`config.mk`:
```
export PLATFORM = sky130hd
export DESIGN_NAME = icacheRefill
export DESIGN_NICKNAME = d
export VERILOG_FILES = /design/src/hw/icachePkg.sv /design/src/hw/icacheRefill.sv
export SDC_FILE = /design/constraint.sdc
export NUM_CORES = 1
export LEC_CHECK = 0
export BUFFER_PORTS_ARGS = -buffer_cell sky130_fd_sc_hd__buf_2
export CORE_UTILIZATION = 25
export CTS_CLUSTER_SIZE = 30
export DETAILED_ROUTE_END_ITERATION = 16
export GPL_ROUTABILITY_DRIVEN = 0
export PLACE_DENSITY_LB_ADDON = 0.25
export SYNTH_ARGS = -nofsm -noshare
export SYNTH_HDL_FRONTEND = slang
export SYNTH_SLANG_ARGS = --single-unit
```
`constraint.sdc`:
```
create_clock -name clk -period 2.85 [get_ports clk]
set_input_delay 0.4275 -clock clk [delete_from_list [all_inputs] [get_ports clk]]
set_output_delay 0.4275 -clock clk [all_outputs]
set_load 0.1 [all_outputs]
```
`src/hw/icachePkg.sv`:
```
`default_nettype none

package icachePkg;

  // fixed geometry of the fetch cache
  localparam int ADDR_W = 32;
  localparam int WORD_W = 64;
  localparam int IDX_W  = 6;
  localparam int OFF_W  = 5;
  localparam int TAG_W  = ADDR_W - IDX_W - OFF_W;
  localparam int BEATS  = 4;
  localparam int LINE_W = BEATS * WORD_W;

  typedef logic [ADDR_W-1:0] addrT;
  typedef logic [WORD_W-1:0] wordT;
  typedef logic [TAG_W-1:0]  tagT;
  typedef logic [IDX_W-1:0]  idxT;
  typedef logic [LINE_W-1:0] lineT;

  // also used as the word select within a line
  typedef logic [1:0] beatCntT;

  typedef enum logic [2:0] {
    IDLE,
    LOOKUP,
    MISS,
    FILL,
    REPLY
  } ctrlStateT;

endpackage

`default_nettype wire

```
`src/hw/icacheRefill.sv`:
```
`default_nettype none

module icacheRefill import icachePkg::*; (
  input  wire        clk,
  input  wire        rst_n,
  input  wire        startFill_i,
  input  wire addrT  fillAddr_i,
  output logic       fillDone_o,
  output lineT       fillLine_o,
  output logic       memArValid_o,
  input  wire        memArReady_i,
  output addrT       memArAddr_o,
  output logic [7:0] memArLen_o,
  input  wire        memRValid_i,
  input  wire wordT  memRData_i,
  input  wire        memRLast_i,
  output logic       memRReady_o
);

  typedef enum logic [1:0] {
    RF_IDLE,
    RF_ADDR,
    RF_DATA
  } refillStateT;

  refillStateT stateQ;
  addrT        lineAddrQ;
  beatCntT     beatQ;
  lineT        lineBufQ;
  logic        beatTake;

  assign beatTake = (stateQ == RF_DATA) && memRValid_i;

  always_ff @(posedge clk or negedge rst_n) begin
    if (!rst_n) begin
      stateQ     <= RF_IDLE;
      beatQ      <= '0;
      fillDone_o <= 1'b0;
    end else begin
      // done one cycle after the last beat lands
      fillDone_o <= beatTake && memRLast_i;
      case (stateQ)
        RF_IDLE: begin
          if (startFill_i) begin
            stateQ <= RF_ADDR;
            beatQ  <= '0;
          end
        end
        RF_ADDR: begin
          if (memArReady_i) begin
            stateQ <= RF_DATA;
          end
        end
        RF_DATA: begin
          if (beatTake) begin
            beatQ <= beatQ + beatCntT'(1);
            if (memRLast_i) begin
              stateQ <= RF_IDLE;
            end
          end
        end
        default: stateQ <= RF_IDLE;
      endcase
    end
  end

  // burst address and line buffer
  always_ff @(posedge clk) begin
    if (stateQ == RF_IDLE && startFill_i) begin
      lineAddrQ <= {fillAddr_i[ADDR_W-1:OFF_W], {OFF_W{1'b0}}};
    end
    if (beatTake) begin
      lineBufQ[beatQ*WORD_W +: WORD_W] <= memRData_i;
    end
  end

  assign memArValid_o = (stateQ == RF_ADDR);
  assign memArAddr_o  = lineAddrQ;
  assign memArLen_o   = 8'(BEATS - 1);
  assign memRReady_o  = (stateQ == RF_DATA);
  assign fillLine_o   = lineBufQ;

endmodule

`default_nettype wire

```
==> key figures <==
CTS
  • Total CTS buffers: 35
  • Number of setup buffers added after CTS: 0
  • CTS tree: yes
  • Later-pin clock latency in the skew report: 0.54 ns
  • Reg clk slew, reported paths: 0.06 ns
  • CTS H-tree lvls: 2
  • # resized after CTS: 0
  • CTS Buffer Depth: 3
  • Root Driver: clkbuf_16
  • Clock sink count: 288

Timing
  • Actual slew at the worst max-slew pin: 0.532 ns
  • Final setup violation count: 0
  • Max-slew violations: 0
  • RSZ-0062 raised after global routing: false
  • Min Tclk post-route: 2.26 ns
  • Crit share post-route: 79.1%
  • Count of final hold-check violations: 0
  • Fmax: 443 MHz
  • Setup TNS: 0 ns
  • Slew margin rel.: 64.8%
  • Final WS setup: 0.595 ns
  • Tightest hold margin: 0.0700 ns
  • Worst Skew: 0.0139 ns

Yosys
  • Register area share after synthesis: 79.3%
  • Synth top area share: 78.1%
  • Most frequent cell after synthesis: edfxtp_1
  • Main synth FF type: edfxtp_1
  • Syn. warnings: 0
  • Syn Area/Cell: 16.9 um^2
  • Synth cell types: 28
  • Top cells by area, synth: edfxtp_1 78%, and3_1 11%, and2_1 3.7%, buf_4 1.3%, dfrtp_1 1.2%
  • Asr flop ratio synth: 1.74%
  • Synth area leader: edfxtp_1
  • EDFF count, synth: 283
  • Yosys reg bits: 288
  • Mapped Cells: 644
  • Syn Std Cell Area: 10,900 um^2
  • Most frequent cells after synthesis: 283 x edfxtp_1, 188 x and3_1, 64 x and2_1

Global routing
  • Largest net degree at the start of global routing: 110
  • Initial antenna violation count: 0
  • First-pass GRT wire length: 46,200 um
  • Vias in the first global route: 6,902
  • Gr ovfl total: 0
  • Gr usage total: 14.2%

Placement
  • HPWL Detailed: 21,000 um
  • Worst slack, placed: 0.770 ns
  • Post-Place Cells: 1,579
  • Placed instance area: 13,500 um^2
  • PortBufs: 382

Final layout
  • Final Cell Area: 14,700 um^2
  • Final design utilization: 34.2%
  • Non-filler cells in the finished layout: 1,642
  • Diode count: 0
  • Multi-input logic area: 1980 um^2
  • Layout filler cell count: 4,265
  • Synthesis-to-layout area growth: 35.1%
  • Share of layout cells above drive strength 1: 43.9%
  • Register Area: 8620 um^2
  • Fin nets: 1,139

Critical path
  • CP required: 2.42 ns
  • Crit-path max FO: 13
  • Critical R2R Launch: beatQ[1]
  • FF-to-FF setup slack: 0.78 ns
  • CP peak stage delay: 0.58 ns
  • Crit path from: stateQ[1]
  • Slowest cell on the critical path: dfrtp_1
  • Setup crit end kind: output port
  • CP Class: reg -> out
  • Critical path cell sequence: nor2b_1, buf_2
  • Launching element type of the critical path: flip-flop
  • WP data arrival: 1.83 ns

Floorplan
  • Row cnt: 76
  • Die Area: 44,400 um^2
  • DIE HEIGHT: 211 um
  • IO Count: 401
  • Die W: 211 um
  • Initial Util: 25.3%
  • Core area: 43,000 um^2

Power and ir drop
  • Logic pwr share: 33.2%
  • Sw Ratio: 39.2%
  • Internal power: 8.93 mW
  • Final Power: 14.7 mW
  • Psw: 5.77 mW
  • Power Density: 1000 nW/um^2
  • P_leak: 6.58 nW
  • Clock group share of total power: 30.6%
  • Max IR drop VDD: 682 uV
  • Sequential share of power: 36.2%

Hold path
  • Hold/Removal Path Class: in -> reg
  • Hold path start: fillAddr_i[19]

Route
  • Via/cell ratio: 4.20
  • Total iterations of the first detailed-routing run: 5
  • Vias post-DR: 6,895
  • Detail Route Antenna Nets: 0
  • Total wire length: 32,400 um
  • Drt wl/cell: 19.7 um
  • DR iter-0 viols: 412
  • # DRC: 0

Flow run
  • Max Cap Viol: 0

Run status
  • Status: finished clean
[kinds of logic after synthesis]
logic type | count (synthesis) | share of synthesized area [%]
adders and majority gates | 5 | 0.575
buffers and inverters | 65 | 3.45
other | 2 | 0.0690
and+or+nand+nor | 279 | 16.3
AOI/OAI and AO/OA | 5 | 0.380
DFF | 288 | 79.3
[power groups by stage]
| stage | combinational (mW) | sequential [mW] | clock [mW] |
|---|---|---|---|
| finish | 4.87 | 5.33 | 4.50 |
| floorplan | 1.71 | 7.40 | 0 |
| global route | 5.14 | 5.35 | 4.78 |
| global placement | 4.91 | 5.40 | 0 |
| CTS | 4.96 | 5.33 | 4.63 |
| detailed placement | 4.96 | 5.42 | 0 |
[cell type report]
cell class,instances,area share (%)
clock inverter,23,1.73
multi-input combinational,302,13.4
sequential,288,58.7
tap,585,4.98
clock buffer,39,6.06
inverter,2,0.0511
timing repair buffer,403,15.0
[critical path, delay by kind of cell, from the launching register on]
| family | cells | cell delay, ns |
|---|---|---|
| and+or+nand+nor | 1 | 0.25 |
| buffers and inverters | 1 | 0.46 |
| DFF | 1 | 0.58 |
[placed cells by master (no fill, tap or decap)]
cell	instances
a22o_1	1
o221ai_1	2
buf_12	11
buf_2	382
nor3b_1	3
edfxtp_1	283
clkinvlp_4	2
ha_1	5
inv_6	3
nor2_2	1
nand2_1	4
bufinv_16	5
inv_1	2
clkinv_2	5
nor2_1	1
clkbuf_16	35
nor4bb_4	1
clkinv_1	7
buf_4	9
conb_1	13
nand4bb_1	1
clkbuf_1	4
and3b_1	3
nor2b_4	2
and2_1	63
dlygate4sd3_1	1
nor2b_1	3
o21ba_2	1
a21oi_1	1
and4_1	2
inv_8	1
and4b_1	1
dfrtp_1	5
nor2_4	1
nand4b_1	2
nand2b_1	2
and3_4	4
and2_2	1
and3_1	184
[metal layers]
metal	vias to the layer above	global-route usage [%]	part of all wire (%)
met5	-	0	0
met4	0	4.50	1.7
met3	44	4.62	7.5
met2	269	23.1	48
met1	3409	17.8	43
li1	3173	-	-
[what timing repair did]
action | CTS | global route
setup endpoints to repair | 0 | 0
hold endpoints to repair | 5 | 0
hold buffers | 1 | 0
[final timing paths]
kind	end	cells after the start
min in group asynchronous	fillDone_o	2
min reg2reg	beatQ[0]	2
max	memRReady_o	2
max in group asynchronous	beatQ[0]	2
max reg2reg	fillLine_o[113]	5
min	memArAddr_o[19]	1
[flip-flops by register name, indices dropped and copies added, names as in the netlist]
register / cells
stateQ: 2
fillDone_o: 1
memArAddr_o: 27
fillLine_o: 256
beatQ: 2
Note: power is estimated with default switching activity, not from simulation.
