`src/hw/icachePkg.sv`:
```
`default_nettype none

package icachePkg;

  // fixed geometry of the fetch cache
  localparam int ADDR_W = 32;
  localparam int WORD_W = 64;
  localparam int IDX_W  = 6;
  localparam int OFF_W  = 5;
  localparam int TAG_W  = ADDR_W - IDX_W - OFF_W;
  localparam int BEATS  = 4;
  localparam int LINE_W = BEATS * WORD_W;

  typedef logic [ADDR_W-1:0] addrT;
  typedef logic [WORD_W-1:0] wordT;
  typedef logic [TAG_W-1:0]  tagT;
  typedef logic [IDX_W-1:0]  idxT;
  typedef logic [LINE_W-1:0] lineT;

  // also used as the word select within a line
  typedef logic [1:0] beatCntT;

  typedef enum logic [2:0] {
    IDLE,
    LOOKUP,
    MISS,
    FILL,
    REPLY
  } ctrlStateT;

endpackage

`default_nettype wire

```
`src/hw/icacheCtrl.sv`:
```
`default_nettype none

module icacheCtrl import icachePkg::*; #(
  parameter logic [15:0] VICTIM_SEED = 16'hACE1
) (
  input  wire        clk,
  input  wire        rst_n,
  input  wire        reqValid_i,
  input  wire addrT  reqAddr_i,
  output logic       reqReady_o,
  output logic       respValid_o,
  output wordT       respData_o,
  input  wire        respReady_i,
  output idxT        lookupIdx_o,
  output tagT        lookupTag_o,
  input  wire        hit_i,
  input  wire        hitWay_i,
  input  wire [1:0]  wayValid_i,
  output logic       fillEn_o,
  output logic       fillWay_o,
  output idxT        fillIdx_o,
  output tagT        fillTag_o,
  output logic       way0RdEn_o,
  output logic       way1RdEn_o,
  output idxT        rdIdx_o,
  output logic       way0WrEn_o,
  output logic       way1WrEn_o,
  output lineT       wrLine_o,
  input  wire lineT  way0Line_i,
  input  wire lineT  way1Line_i,
  output logic       startFill_o,
  output addrT       fillAddr_o,
  input  wire        fillDone_i,
  input  wire lineT  fillLine_i
);

  ctrlStateT   stateQ;
  ctrlStateT   stateD;
  addrT        reqAddrQ;
  logic [15:0] lfsrQ;
  logic        outFree;
  logic        reqAccept;
  logic        loadHit;
  logic        loadFill;
  logic        victimWay;
  beatCntT     wordSel;
  lineT        hitLine;
  wordT        hitWord;
  wordT        fillWord;

  // output slot is free when empty or draining this cycle
  assign outFree   = !respValid_o || respReady_i;
  assign reqAccept = reqValid_i && reqReady_o;

  always_comb begin
    case (stateQ)
      IDLE:    reqReady_o = outFree;
      LOOKUP:  reqReady_o = hit_i && outFree;
      REPLY:   reqReady_o = outFree;
      default: reqReady_o = 1'b0;
    endcase
  end

  always_comb begin
    stateD = stateQ;
    case (stateQ)
      IDLE: begin
        if (reqAccept) begin
          stateD = LOOKUP;
        end
      end
      LOOKUP: begin
        if (!hit_i) begin
          stateD = MISS;
        end else if (outFree) begin
          stateD = reqAccept ? LOOKUP : IDLE;
        end
      end
      MISS:  stateD = FILL;
      FILL: begin
        if (fillDone_i) begin
          stateD = REPLY;
        end
      end
      REPLY: begin
        if (outFree) begin
          stateD = reqAccept ? LOOKUP : IDLE;
        end
      end
      default: stateD = IDLE;
    endcase
  end

  always_ff @(posedge clk or negedge rst_n) begin
    if (!rst_n) begin
      stateQ <= IDLE;
    end else begin
      stateQ <= stateD;
    end
  end

  always_ff @(posedge clk) begin
    if (reqAccept) begin
      reqAddrQ <= reqAddr_i;
    end
  end

  // address fields of the request in flight
  assign wordSel     = reqAddrQ[OFF_W-1:OFF_W-2];
  assign lookupIdx_o = reqAddrQ[OFF_W +: IDX_W];
  assign lookupTag_o = reqAddrQ[ADDR_W-1 -: TAG_W];

  // both ways read on accept, compared next cycle
  assign way0RdEn_o = reqAccept;
  assign way1RdEn_o = reqAccept;
  assign rdIdx_o    = reqAddr_i[OFF_W +: IDX_W];

  assign hitLine  = hitWay_i ? way1Line_i : way0Line_i;
  assign hitWord  = hitLine[wordSel*WORD_W +: WORD_W];
  assign fillWord = fillLine_i[wordSel*WORD_W +: WORD_W];

  assign loadHit  = (stateQ == LOOKUP) && hit_i && outFree;
  assign loadFill = (stateQ == REPLY) && outFree;

  always_ff @(posedge clk or negedge rst_n) begin
    if (!rst_n) begin
      respValid_o <= 1'b0;
    end else if (loadHit || loadFill) begin
      respValid_o <= 1'b1;
    end else if (respReady_i) begin
      respValid_o <= 1'b0;
    end
  end

  always_ff @(posedge clk) begin
    if (loadHit) begin
      respData_o <= hitWord;
    end else if (loadFill) begin
      respData_o <= fillWord;
    end
  end

  // refill request
  assign startFill_o = (stateQ == MISS);
  assign fillAddr_o  = {reqAddrQ[ADDR_W-1:OFF_W], {OFF_W{1'b0}}};

  // victim lfsr, taps 16 14 13 11, one step per refill
  always_ff @(posedge clk or negedge rst_n) begin
    if (!rst_n) begin
      lfsrQ <= VICTIM_SEED;
    end else if (startFill_o) begin
      lfsrQ <= {lfsrQ[14:0], lfsrQ[15] ^ lfsrQ[13] ^ lfsrQ[12] ^ lfsrQ[10]};
    end
  end

  // empty ways first, then random
  always_comb begin
    if (!wayValid_i[0]) begin
      victimWay = 1'b0;
    end else if (!wayValid_i[1]) begin
      victimWay = 1'b1;
    end else begin
      victimWay = lfsrQ[0];
    end
  end

  // line and tag written together when the burst completes
  assign fillEn_o   = (stateQ == FILL) && fillDone_i;
  assign fillWay_o  = victimWay;
  assign fillIdx_o  = lookupIdx_o;
  assign fillTag_o  = lookupTag_o;
  assign way0WrEn_o = fillEn_o && !victimWay;
  assign way1WrEn_o = fillEn_o && victimWay;
  assign wrLine_o   = fillLine_i;

endmodule

`default_nettype wire

```
`config.mk`:
```
export PLATFORM = sky130hd
export DESIGN_NAME = icacheCtrl
export DESIGN_NICKNAME = d
export VERILOG_FILES = /design/src/hw/icachePkg.sv /design/src/hw/icacheCtrl.sv
export SDC_FILE = /design/constraint.sdc
export NUM_CORES = 1
export LEC_CHECK = 0
export BUFFER_PORTS_ARGS = -buffer_cell sky130_fd_sc_hd__clkbuf_2
export CORE_AREA = 3 3 474 476
export CTS_BUF_LIST = sky130_fd_sc_hd__clkbuf_8
export DETAILED_ROUTE_END_ITERATION = 7
export DIE_AREA = 0 0 477 479
export PLACE_DENSITY = 0.3
export SYNTH_ARGS = -nofsm -noshare
export SYNTH_HDL_FRONTEND = slang
export SYNTH_SLANG_ARGS = --single-unit
```
`constraint.sdc`:
```
create_clock -name clk -period 8.07 [get_ports clk]
set_clock_uncertainty 0.1 [all_clocks]
set_input_delay 0.807 -clock clk [delete_from_list [all_inputs] [get_ports clk]]
set_output_delay 0.807 -clock clk [all_outputs]
set_load 0.01 [all_outputs]
```
==> results.py, run 1 <==
metrics = {
    "critical_path": {
        "cp_max_fo": 31,
        "path_class": "flop to output pin",
        "slowest_delay_ns": 0.51,
        "start_kind": "flop",
        "endpoint_kind": "output pin",
        "crit_slowest_cell": "dfrtp_1",
        "critPathRequiredTime_ns": 7.16,
        "r2r_slack_ns": 5.05,
        "path_cells": "nand2b_1, a21oi_1, and2_2, buf_4, clkbuf_2",
        "arrival_ns": 2.59,
        "reg2reg_depth": 5,
        "r2r_end": "respData_o[29]$_DFFE_PP_",
        "timing.rr.start": "stateQ[0]$_DFFE_PN0P_",
    },
    "logic_synthesis": {
        "yosys_warnings": 0,
        "ys_types": 33,
        "syn_inst": 1177,
        "synth.avg_cell_area_um2": 10.9,
        "yosysSeqAreaShare": 0.257,
        "synth_seq_cells": 113,
        "syn_area_um2": 12900,
    },
    "run_status": {
        "outcome": "finished, final reports clean",
    },
    "timing": {
        "report.final.slew_viol_count": 0,
        "period_minus_slack_ns": 3.50,
        "fin_tns_setup_ns": 0,
        "rsz0062_at_grt": "no",
        "setup_viol": 0,
        "fin_crit_sh": 0.434,
        "worst_pin_slew_ns": 1.11,
        "relSlewSlack": 0.257,
        "hold_viol_final": 0,
        "fmax_ghz": 0.286,
    },
    "global_routing": {
        "antenna_found_initial": 174,
        "grt_first_pass_wirelength_mm": 203,
        "overflow": 0,
        "grt_max_degree": 125,
        "grt_usage": 0.145,
        "grt_pass1_vias": 14300,
    },
    "drt": {
        "wirelength_mm": 171,
        "ant_nets": 0,
        "wl_per_cell_um": 33.9,
        "routed_via_density": 2.87,
        "vias": 14500,
        "dr.pass1.iters": 8,
        "drtIter0Drc": 1050,
        "drc": 0,
    },
    "clock_network": {
        "post_cts_resized": 0,
        "cts_tree": "built",
        "max-clock-path-buffers": 2,
        "post_cts_buffers": 0,
        "cts-root-buf": "clkbuf_8",
        "path_clk_slew_ns": 0.12,
        "numCtsBuffers": 17,
        "insertion_delay_ns": 0.65,
        "clock-sinks": 113,
        "htree_levels": 4,
    },
    "finish": {
        "postLayoutCoreUtil": 0.0913,
        "nNetsFinal": 2810,
        "multiInputGateArea_um2": 6340,
        "fill_cells": 26100,
        "final_common_cell": "clkbuf_2",
        "final_cell_mix": "clkbuf_2, nand2_1, mux2_2",
        "fin_cells": 5045,
        "drive_gt1_frac": 0.772,
        "area_growth_pct": 57.2,
        "final-seq-area_um2": 3300,
    },
    "min_path": {
        "min_path_type": "primary input to flop",
        "min_to": "reqAddrQ[29]$_DFFE_PN_",
        "worstHoldStart": "reqAddr_i[29]",
        "hold_depth": 1,
    },
    "placed_design": {
        "place.gp.congestion": 0.980,
        "dp_cells": 4956,
        "port_buffers": 1221,
        "hpwlAfterDp_mm": 156,
    },
    "power_and_ir_drop": {
        "powerDensity_nw_per_um2": 179,
        "cellLeakagePower_nw": 8.49,
        "peakVddDrop_mv": 0.114,
    },
    "die": {
        "die_w_um": 477,
        "die_area_um2": 228000,
        "core_area_um2": 221000,
        "fp-row-count": 173,
        "die_y_um": 479,
        "start_util": 0.0581,
        "ioPinCount": 1230,
    },
    "flow_run": {
        "maxCapViolations": 0,
    },
}
sequential cells by signal, indices dropped and copies added, names as in the netlist:
register	count
lfsrQ	16
reqAddrQ	29
respData_o	64
respValid_o	1
stateQ	3
power breakdown:
| part | internal [mW] | total [mW] | switching (mW) | leakage [nW] |
|---|---|---|---|---|
| Clock | 0.259 | 0.719 | 0.459 | 0.196 |
| Sequential | 0.823 | 0.899 | 0.0765 | 1.10 |
| Combinational | 0.711 | 2.01 | 1.30 | 7.19 |
| Total | 1.79 | 3.63 | 1.83 | 8.49 |
cell type report:
type,count,share of cell area
diodes,56,0.00693
flip-flops and latches,113,0.163
multi-input cells,627,0.313
clock buffers,17,0.0116
inverters,5,0.00105
repair buffers,1237,0.311
clock inverters,15,0.00811
well taps,2975,0.184
cells in the mapped netlist, drive strengths merged:
cell type | n | share of area
a21boi | 1 | 0.00058
a21oi | 69 | 0.027
a32oi | 64 | 0.044
and2 | 1 | 0.00049
and3b | 1 | 0.00068
buf | 421 | 0.25
clkbuf | 15 | 0.0044
conb | 1 | 0.00029
dfrtp | 12 | 0.023
dfstp | 8 | 0.016
edfxtp | 93 | 0.22
inv | 5 | 0.0017
mux2 | 143 | 0.13
mux4 | 128 | 0.22
nand2 | 194 | 0.057
nand2b | 4 | 0.0025
nand3b | 2 | 0.0012
nor2 | 4 | 0.0014
nor2b | 1 | 0.00049
nor3 | 1 | 0.00039
nor4b | 1 | 0.0018
o21ai | 2 | 0.00078
o32ai | 1 | 0.00068
o41ai | 1 | 0.00068
or2 | 1 | 0.00049
xnor2 | 2 | 0.0014
xor2 | 1 | 0.00068
repair_timing:
| action | 4_1_cts | 5_1_grt |
|---|---|---|
| hold buffers | 1 | 0 |
| setup endpoints to repair | 0 | 0 |
| endpoints found under the hold margin | 12 | 0 |
worst max-delay path, delay by kind of cell (launching register included):
kind                   cells  cell delay, ns
DFF                        1            0.51
buffers and inverters      2            0.68
and+or+nand+nor            2            0.44
AOI/OAI and AO/OA          1            0.20
cell families (layout without fill, tap and decap cells):
| family | after synthesis | count (layout) | synth area share |
|---|---|---|---|
| xor gates and xnor gates | 3 | 3 | 0.00204 |
| AOI/OAI and AO/OA | 138 | 138 | 0.0732 |
| and+or+nand+nor | 210 | 210 | 0.0661 |
| DFF | 113 | 113 | 0.257 |
| other | 1 | 61 | 0.000292 |
| muxes | 271 | 271 | 0.349 |
| buffers and inverters | 441 | 1274 | 0.252 |
metrics by stage:
step | hold slack, ns | power (mW) | instance area [um2] | setup slack [ns]
5_1_grt | 0.0779 | 3.88 | 20100 | 4.23
6_report | 0.219 | 3.63 | 20200 | 4.57
3_5_place_dp | 0.391 | 2.97 | 19700 | 4.51
4_1_cts | 0.0391 | 3.78 | 20100 | 4.33
2_1_floorplan | 0.374 | 2.06 | 12900 | 3.70
3_3_place_gp | 0.388 | 2.98 | 19700 | 4.46
layer usage:
layer  vias up  track usage  routed length (um)
li1       5758            -                   -
met5         -      0.00207                 782
met3       309       0.0791               20700
met2      1221        0.215               74900
met1      7109        0.173               70000
met4        88       0.0574                4930
how the worst max path moves through the flow:
stage / slack [ns] / from / to
final: 4.57 / stateQ[1]$_DFFE_PN0P_ / way0RdEn_o
after global routing: 4.23 / respValid_o$_DFFE_PN0P_ / way0RdEn_o
after CTS: 4.33 / respValid_o$_DFFE_PN0P_ / way0RdEn_o
after detailed placement: 4.51 / respReady_i / respData_o[29]$_DFFE_PP_
after global placement: 4.46 / respReady_i / respData_o[29]$_DFFE_PP_
after floorplan: 3.70 / respReady_i / respData_o[0]$_DFFE_PP_
No activity file was read; power rests on OpenSTA's default activity.
==> run 2: changes to the inputs <==
--- a/config.mk
+++ b/config.mk
@@ -6,10 +6,10 @@
 export NUM_CORES = 1
 export LEC_CHECK = 0
 export BUFFER_PORTS_ARGS = -buffer_cell sky130_fd_sc_hd__clkbuf_2
-export CORE_AREA = 3 3 474 476
+export CORE_AREA = 3 3 478 480
 export CTS_BUF_LIST = sky130_fd_sc_hd__clkbuf_8
 export DETAILED_ROUTE_END_ITERATION = 7
-export DIE_AREA = 0 0 477 479
+export DIE_AREA = 0 0 481 483
 export PLACE_DENSITY = 0.3
 export SYNTH_ARGS = -nofsm -noshare
 export SYNTH_HDL_FRONTEND = slang
==> constraint.sdc (replaced) <==
create_clock -name clk -period 3.23 [get_ports clk]
set_clock_uncertainty 0.1 [all_clocks]
set_input_delay 0.323 -clock clk [delete_from_list [all_inputs] [get_ports clk]]
set_output_delay 0.323 -clock clk [all_outputs]
set_load 0.01 [all_outputs]
==> results.py, run 2 (synthesis results as in run 1) <==
metrics = {
    "global_routing": {
        "grt_pass1_vias": 14900,
        "overflow": 0,
        "grt_first_pass_wirelength_mm": 208,
        "antenna_found_initial": 173,
        "grt_max_degree": 75,
        "grt_usage": 0.146,
    },
    "placed_design": {
        "place.gp.congestion": 1.01,
        "hpwlAfterDp_mm": 161,
        "dp_cells": 4998,
        "port_buffers": 1221,
    },
    "clock_network": {
        "clock-sinks": 113,
        "numCtsBuffers": 17,
        "cts-root-buf": "clkbuf_8",
        "insertion_delay_ns": 0.66,
        "max-clock-path-buffers": 2,
        "path_clk_slew_ns": 0.12,
        "htree_levels": 4,
        "post_cts_buffers": 0,
        "cts_tree": "built",
    },
    "timing": {
        "worst_pin_slew_ns": 0.924,
        "report.final.slew_viol_count": 0,
        "fin_crit_sh": 0.902,
        "relSlewSlack": 0.383,
        "hold_viol_final": 0,
        "setup_viol": 0,
        "fmax_ghz": 0.343,
        "fin_hold_ws_ns": 0.163,
        "fin_tns_setup_ns": 0,
        "period_minus_slack_ns": 2.91,
        "rsz0062_at_grt": "no",
    },
    "critical_path": {
        "path_class": "flop to output pin",
        "crit_end": "way1RdEn_o",
        "critPathRequiredTime_ns": 2.81,
        "crit_start": "stateQ[1]$_DFFE_PN0P_",
        "cp_max_fo": 14,
        "endpoint_kind": "output pin",
        "path_depth": 4,
        "timing.rr.start": "reqAddrQ[3]$_DFFE_PN_",
        "slowest_delay_ns": 0.60,
        "crit_slowest_cell": "and2_2",
        "r2r_end": "respData_o[40]$_DFFE_PP_",
        "start_kind": "flop",
        "critPathTopFamily": "simple AND/OR/NAND/NOR gates",
        "cp.buffers_inverters": 1,
        "arrival_ns": 2.49,
        "r2r_slack_ns": 0.56,
        "path_cells": "nand2b_1, a21oi_1, and2_2, clkbuf_2",
        "reg2reg_depth": 6,
    },
    "power_and_ir_drop": {
        "peakVddDrop_mv": 0.355,
        "powerDensity_nw_per_um2": 453,
        "total_power_mw": 9.52,
        "cellLeakagePower_nw": 8.85,
    },
    "drt": {
        "vias": 14700,
        "wirelength_mm": 176,
        "ant_nets": 0,
        "wl_per_cell_um": 34.3,
        "drtIter0Drc": 863,
        "drc": 0,
        "routed_via_density": 2.87,
        "dr.pass1.iters": 5,
    },
    "finish": {
        "largest_register_ffs": 64,
        "area_growth_pct": 63.4,
        "fill_cells": 26400,
        "final_common_cell": "clkbuf_2",
        "postLayoutCoreUtil": 0.0935,
        "nNetsFinal": 2875,
        "final-seq-area_um2": 3300,
        "top_regs": "respData_o x64, reqAddrQ x29, lfsrQ x16",
        "drive_gt1_frac": 0.759,
        "regMostFlops": "respData_o",
        "fin_cells": 5132,
        "final_cell_mix": "clkbuf_2, nand2_1, mux2_2",
        "multiInputGateArea_um2": 6340,
    },
    "die": {
        "core_area_um2": 225000,
        "die_w_um": 481,
        "start_util": 0.0572,
        "fp-row-count": 174,
        "ioPinCount": 1230,
        "die_y_um": 483,
        "die_area_um2": 232000,
    },
    "run_status": {
        "outcome": "finished, final reports clean",
    },
    "min_path": {
        "min_path_type": "primary input to flop",
    },
    "flow_run": {
        "maxCapViolations": 0,
    },
}
## run 2: per-stage QoR
step	setup slack (ns)	instance area, um2
global placement	0.770	20000
floorplan	0.330	12900
CTS	0.153	20900
detailed placement	0.761	20000
global route	0.0621	20900
finish	0.316	21000
## run 2: final cells by class
| cell class | count | area share |
|---|---|---|
| well taps | 2992 | 0.178 |
| clock inverters | 15 | 0.0105 |
| repair buffers | 1302 | 0.333 |
| clock buffers | 17 | 0.0111 |
| flip-flops and latches | 113 | 0.157 |
| multi-input cells | 627 | 0.302 |
| inverters | 5 | 0.00101 |
| diodes | 61 | 0.00727 |
## run 2: what timing repair did
item | in CTS | in global routing
gates resized for setup | 0 | 0
endpoints found under the hold margin | 56 | 0
hold buffers | 41 | 0
## run 2: power breakdown
part / switching (mW) / internal, mW / total, mW
registers: 0.213 / 2.06 / 2.27
logic: 3.40 / 1.93 / 5.32
clock network: 1.06 / 0.870 / 1.93
## run 2: worst min-delay path by stage
| stage | startpoint | endpoint | slack [ns] | cells after the start |
|---|---|---|---|---|
| floorplan | rst_n | lfsrQ[12]$_DFFE_PN0P_ | -0.07 | 0 |
| global placement | rst_n | respValid_o$_DFFE_PN0P_ | 0.22 | 1 |
| detailed placement | rst_n | respValid_o$_DFFE_PN0P_ | 0.22 | 1 |
| CTS | fillLine_i[109] | respData_o[45]$_DFFE_PP_ | 0.002 | 4 |
| global route | fillLine_i[109] | respData_o[45]$_DFFE_PP_ | 0.07 | 4 |
| finish | fillLine_i[80] | respData_o[16]$_DFFE_PP_ | 0.16 | 4 |
## run 2: per-layer routing
metal	vias up	GRT usage	share of wire
met4	58	0.0500	0.039
li1	5886	-	-
met2	1244	0.228	0.44
met5	-	0.00808	0.0022
met3	297	0.0719	0.12
met1	7232	0.172	0.40
## run 2: tightest hold or removal path, cell delays in order
cell and delay [ns]:
clkbuf_2 0.08, mux2_2 0.14, a21oi_1 0.06, a32oi_1 0.16
==> run 3: changes to the inputs <==
--- a/config.mk
+++ b/config.mk
@@ -5,6 +5,7 @@
 export SDC_FILE = /design/constraint.sdc
 export NUM_CORES = 1
 export LEC_CHECK = 0
+export ABC_AREA = 1
 export BUFFER_PORTS_ARGS = -buffer_cell sky130_fd_sc_hd__clkbuf_2
 export CORE_AREA = 3 3 478 480
 export CTS_BUF_LIST = sky130_fd_sc_hd__clkbuf_8
==> results.py, run 3 <==
metrics = {
    "finish": {
        "drive_gt1_frac": 0.391,
        "nNetsFinal": 4269,
        "fill_cells": 26700,
        "final_common_cell": "clkbuf_2",
        "largest_register_ffs": 64,
        "area_growth_pct": 70.0,
        "fin_cells": 6493,
        "final_cell_mix": "clkbuf_2, nand2_1, inv_1",
        "postLayoutCellArea_um2": 25000,
        "regMostFlops": "respData_o",
        "top_regs": "respData_o x64, reqAddrQ x29, lfsrQ x16",
    },
    "logic_synthesis": {
        "ys_top_cells_by_count": "nand2_1, buf_4, inv_1",
        "yosys_warnings": 0,
        "syn_inst": 2385,
        "synth_top_area_cell": "buf_4",
        "synth.avg_cell_area_um2": 6.18,
        "synth_edf_count": 93,
        "ys_types": 27,
        "syn_area_um2": 14700,
        "synth_most_common_cell": "nand2_1",
        "synth_seq_cells": 113,
        "synth_top_cell_area_share": 0.193,
        "ys_dominant_reg_cell": "edfxtp_1",
        "synth_area_leaders": "buf_4, edfxtp_1, nand2_1",
        "synthArstFlopShare": 0.177,
        "yosysSeqAreaShare": 0.224,
    },
    "critical_path": {
        "critPathRequiredTime_ns": 3.56,
        "endpoint_kind": "flop",
        "start_kind": "flop",
        "crit_slowest_cell": "dlygate4sd3_1",
        "cp_max_fo": 55,
        "cp_common_cell": "dlygate4sd3_1",
        "path_class": "flop to flop",
        "arrival_ns": 3.47,
        "slowest_delay_ns": 0.58,
        "path_cells": "buf_12, buf_4, a211oi_1, dlygate4sd3_1, o21ai_1, dlygate4sd3_1, o21a_1",
    },
    "timing": {
        "report.final.slew_viol_count": 0,
        "period_minus_slack_ns": 3.13,
        "worst_pin_slew_ns": 1.18,
        "fin_crit_sh": 0.970,
        "relSlewSlack": 0.206,
        "setup_viol": 0,
        "fmax_ghz": 0.319,
        "hold_viol_final": 0,
        "fin_tns_setup_ns": 0,
    },
    "clock_network": {
        "cts-root-buf": "clkbuf_8",
        "htree_levels": 4,
        "cts_tree": "built",
        "max-clock-path-buffers": 2,
        "numCtsBuffers": 17,
        "clock-sinks": 113,
        "insertion_delay_ns": 0.65,
        "path_clk_slew_ns": 0.13,
    },
    "power_and_ir_drop": {
        "total_power_mw": 11.0,
        "clkPwrFrac": 0.163,
        "switchingPower_mw": 5.45,
        "p_int_mw": 5.52,
        "cellLeakagePower_nw": 12.5,
        "sequentialPowerShare": 0.216,
        "switching_share": 0.497,
        "powerDensity_nw_per_um2": 438,
        "p_comb_frac": 0.621,
        "peakVddDrop_mv": 0.191,
    },
    "run_status": {
        "outcome": "finished, final reports clean",
    },
    "die": {
        "fp-row-count": 174,
        "core_area_um2": 225000,
        "die_w_um": 481,
        "ioPinCount": 1230,
        "start_util": 0.0656,
        "die_area_um2": 232000,
        "die_y_um": 483,
    },
    "drt": {
        "ant_nets": 0,
        "wl_per_cell_um": 24.6,
        "wirelength_mm": 160,
        "routed_via_density": 3.08,
        "drtIter0Drc": 994,
        "dr.pass1.iters": 5,
        "drc": 0,
        "vias": 20000,
    },
    "flow_run": {
        "maxCapViolations": 0,
    },
    "global_routing": {
        "grt_usage": 0.133,
        "antenna_found_initial": 90,
        "grt_pass1_vias": 20400,
        "grt_first_pass_wirelength_mm": 202,
        "grt_max_degree": 71,
        "overflow": 0,
    },
    "placed_design": {
        "port_buffers": 1221,
        "dp_cells": 6178,
        "placed_area_um2": 22000,
        "place.gp.congestion": 0.901,
        "hpwlAfterDp_mm": 140,
    },
    "min_path": {
        "min_path_type": "primary input to async pin",
    },
}
[run 3: cell count changes after synthesis, moves of 83 or more]
cell / delta
inv_1: +267
o21ai_1: +83
nor2_1: +200
o21ai_0: +239
mux2_2: -143
a211oi_1: +125
mux4_2: -128
nand2_1: +499
[run 3: through the flow]
| stage | hold WS (ns) | setup WS [ns] | utilization |
|---|---|---|---|
| finish | 0.156 | 0.0962 | 0.111 |
| global placement | 0.235 | -0.166 | 0.0979 |
| detailed placement | 0.232 | -0.133 | 0.0980 |
| global route | 0.0340 | -0.00255 | 0.111 |
| floorplan | -0.0726 | 0.192 | - |
| CTS | 0.00277 | 0.0397 | 0.111 |
[run 3: kinds of logic (layout without fill, tap and decap cells)]
| family | Yosys count | after routing | share of synthesized area |
|---|---|---|---|
| AND/OR/NAND/NOR | 903 | 903 | 0.231 |
| buffers and inverters | 780 | 1864 | 0.310 |
| AO/OA/AOI/OAI | 586 | 586 | 0.233 |
| flip-flops | 113 | 113 | 0.224 |
| XOR/XNOR | 2 | 2 | 0.00119 |
| other | 1 | 33 | 0.000255 |
[run 3: cell type report]
class	instances	area, um2	share of cell area
Inverter	274	1040	0.0416
Timing Repair Buffer	1558	9570	0.382
Clock buffer	18	248	0.00989
Clock inverter	14	163	0.00649
Sequential cell	113	3300	0.132
Tap cell	2992	3740	0.149
Antenna cell	28	70.1	0.00280
Multi-Input combinational cell	1496	6910	0.276
[run 3: per-layer routing]
metal | track usage | share of wire | up-vias
met5 | 0 | 0.0023 | -
met1 | 0.147 | 0.39 | 9346
li1 | - | - | 9428
met2 | 0.224 | 0.47 | 1014
met3 | 0.0639 | 0.11 | 184
met4 | 0.0418 | 0.033 | 56
[run 3: power groups by stage]
stage	clock [mW]	combinational (mW)	sequential (mW)
floorplan	0	3.31	2.45
detailed placement	0	6.32	2.41
global route	2.00	7.51	2.41
global placement	0	6.34	2.41
finish	1.78	6.81	2.37
CTS	1.97	7.01	2.38
[run 3: final timing paths]
path | cells after the start | slack (ns) | startpoint | to
worst max-delay path | 7 | 0.1 | reqAddrQ[3]$_DFFE_PN_ | respData_o[16]$_DFFE_PP_
worst min-delay path | 2 | 0.16 | rst_n | lfsrQ[1]$_DFFE_PN0P_
worst max register to register | 7 | 0.1 | reqAddrQ[3]$_DFFE_PN_ | respData_o[16]$_DFFE_PP_
worst min register to register | 2 | 0.37 | lfsrQ[11]$_DFFE_PN1P_ | lfsrQ[11]$_DFFE_PN1P_
max in group asynchronous | 2 | 2.49 | rst_n | lfsrQ[13]$_DFFE_PN1P_
min in group clk | 4 | 0.16 | way1Line_i[255] | respData_o[63]$_DFFE_PP_
[run 3: worst max-delay path, delay by kind of cell, from the launching register on]
kind	cells	cell delay, ns
compound gates	3	0.40
buf+inv	4	1.71
flops	1	0.55
[run 3: repair_timing]
action                                  4_1_cts  5_1_grt
endpoints found under the setup margin        0       10
hold buffers                                253        0
buffers inserted                              0        2
gates resized for setup                       0        1
endpoints found under the hold margin       115        0
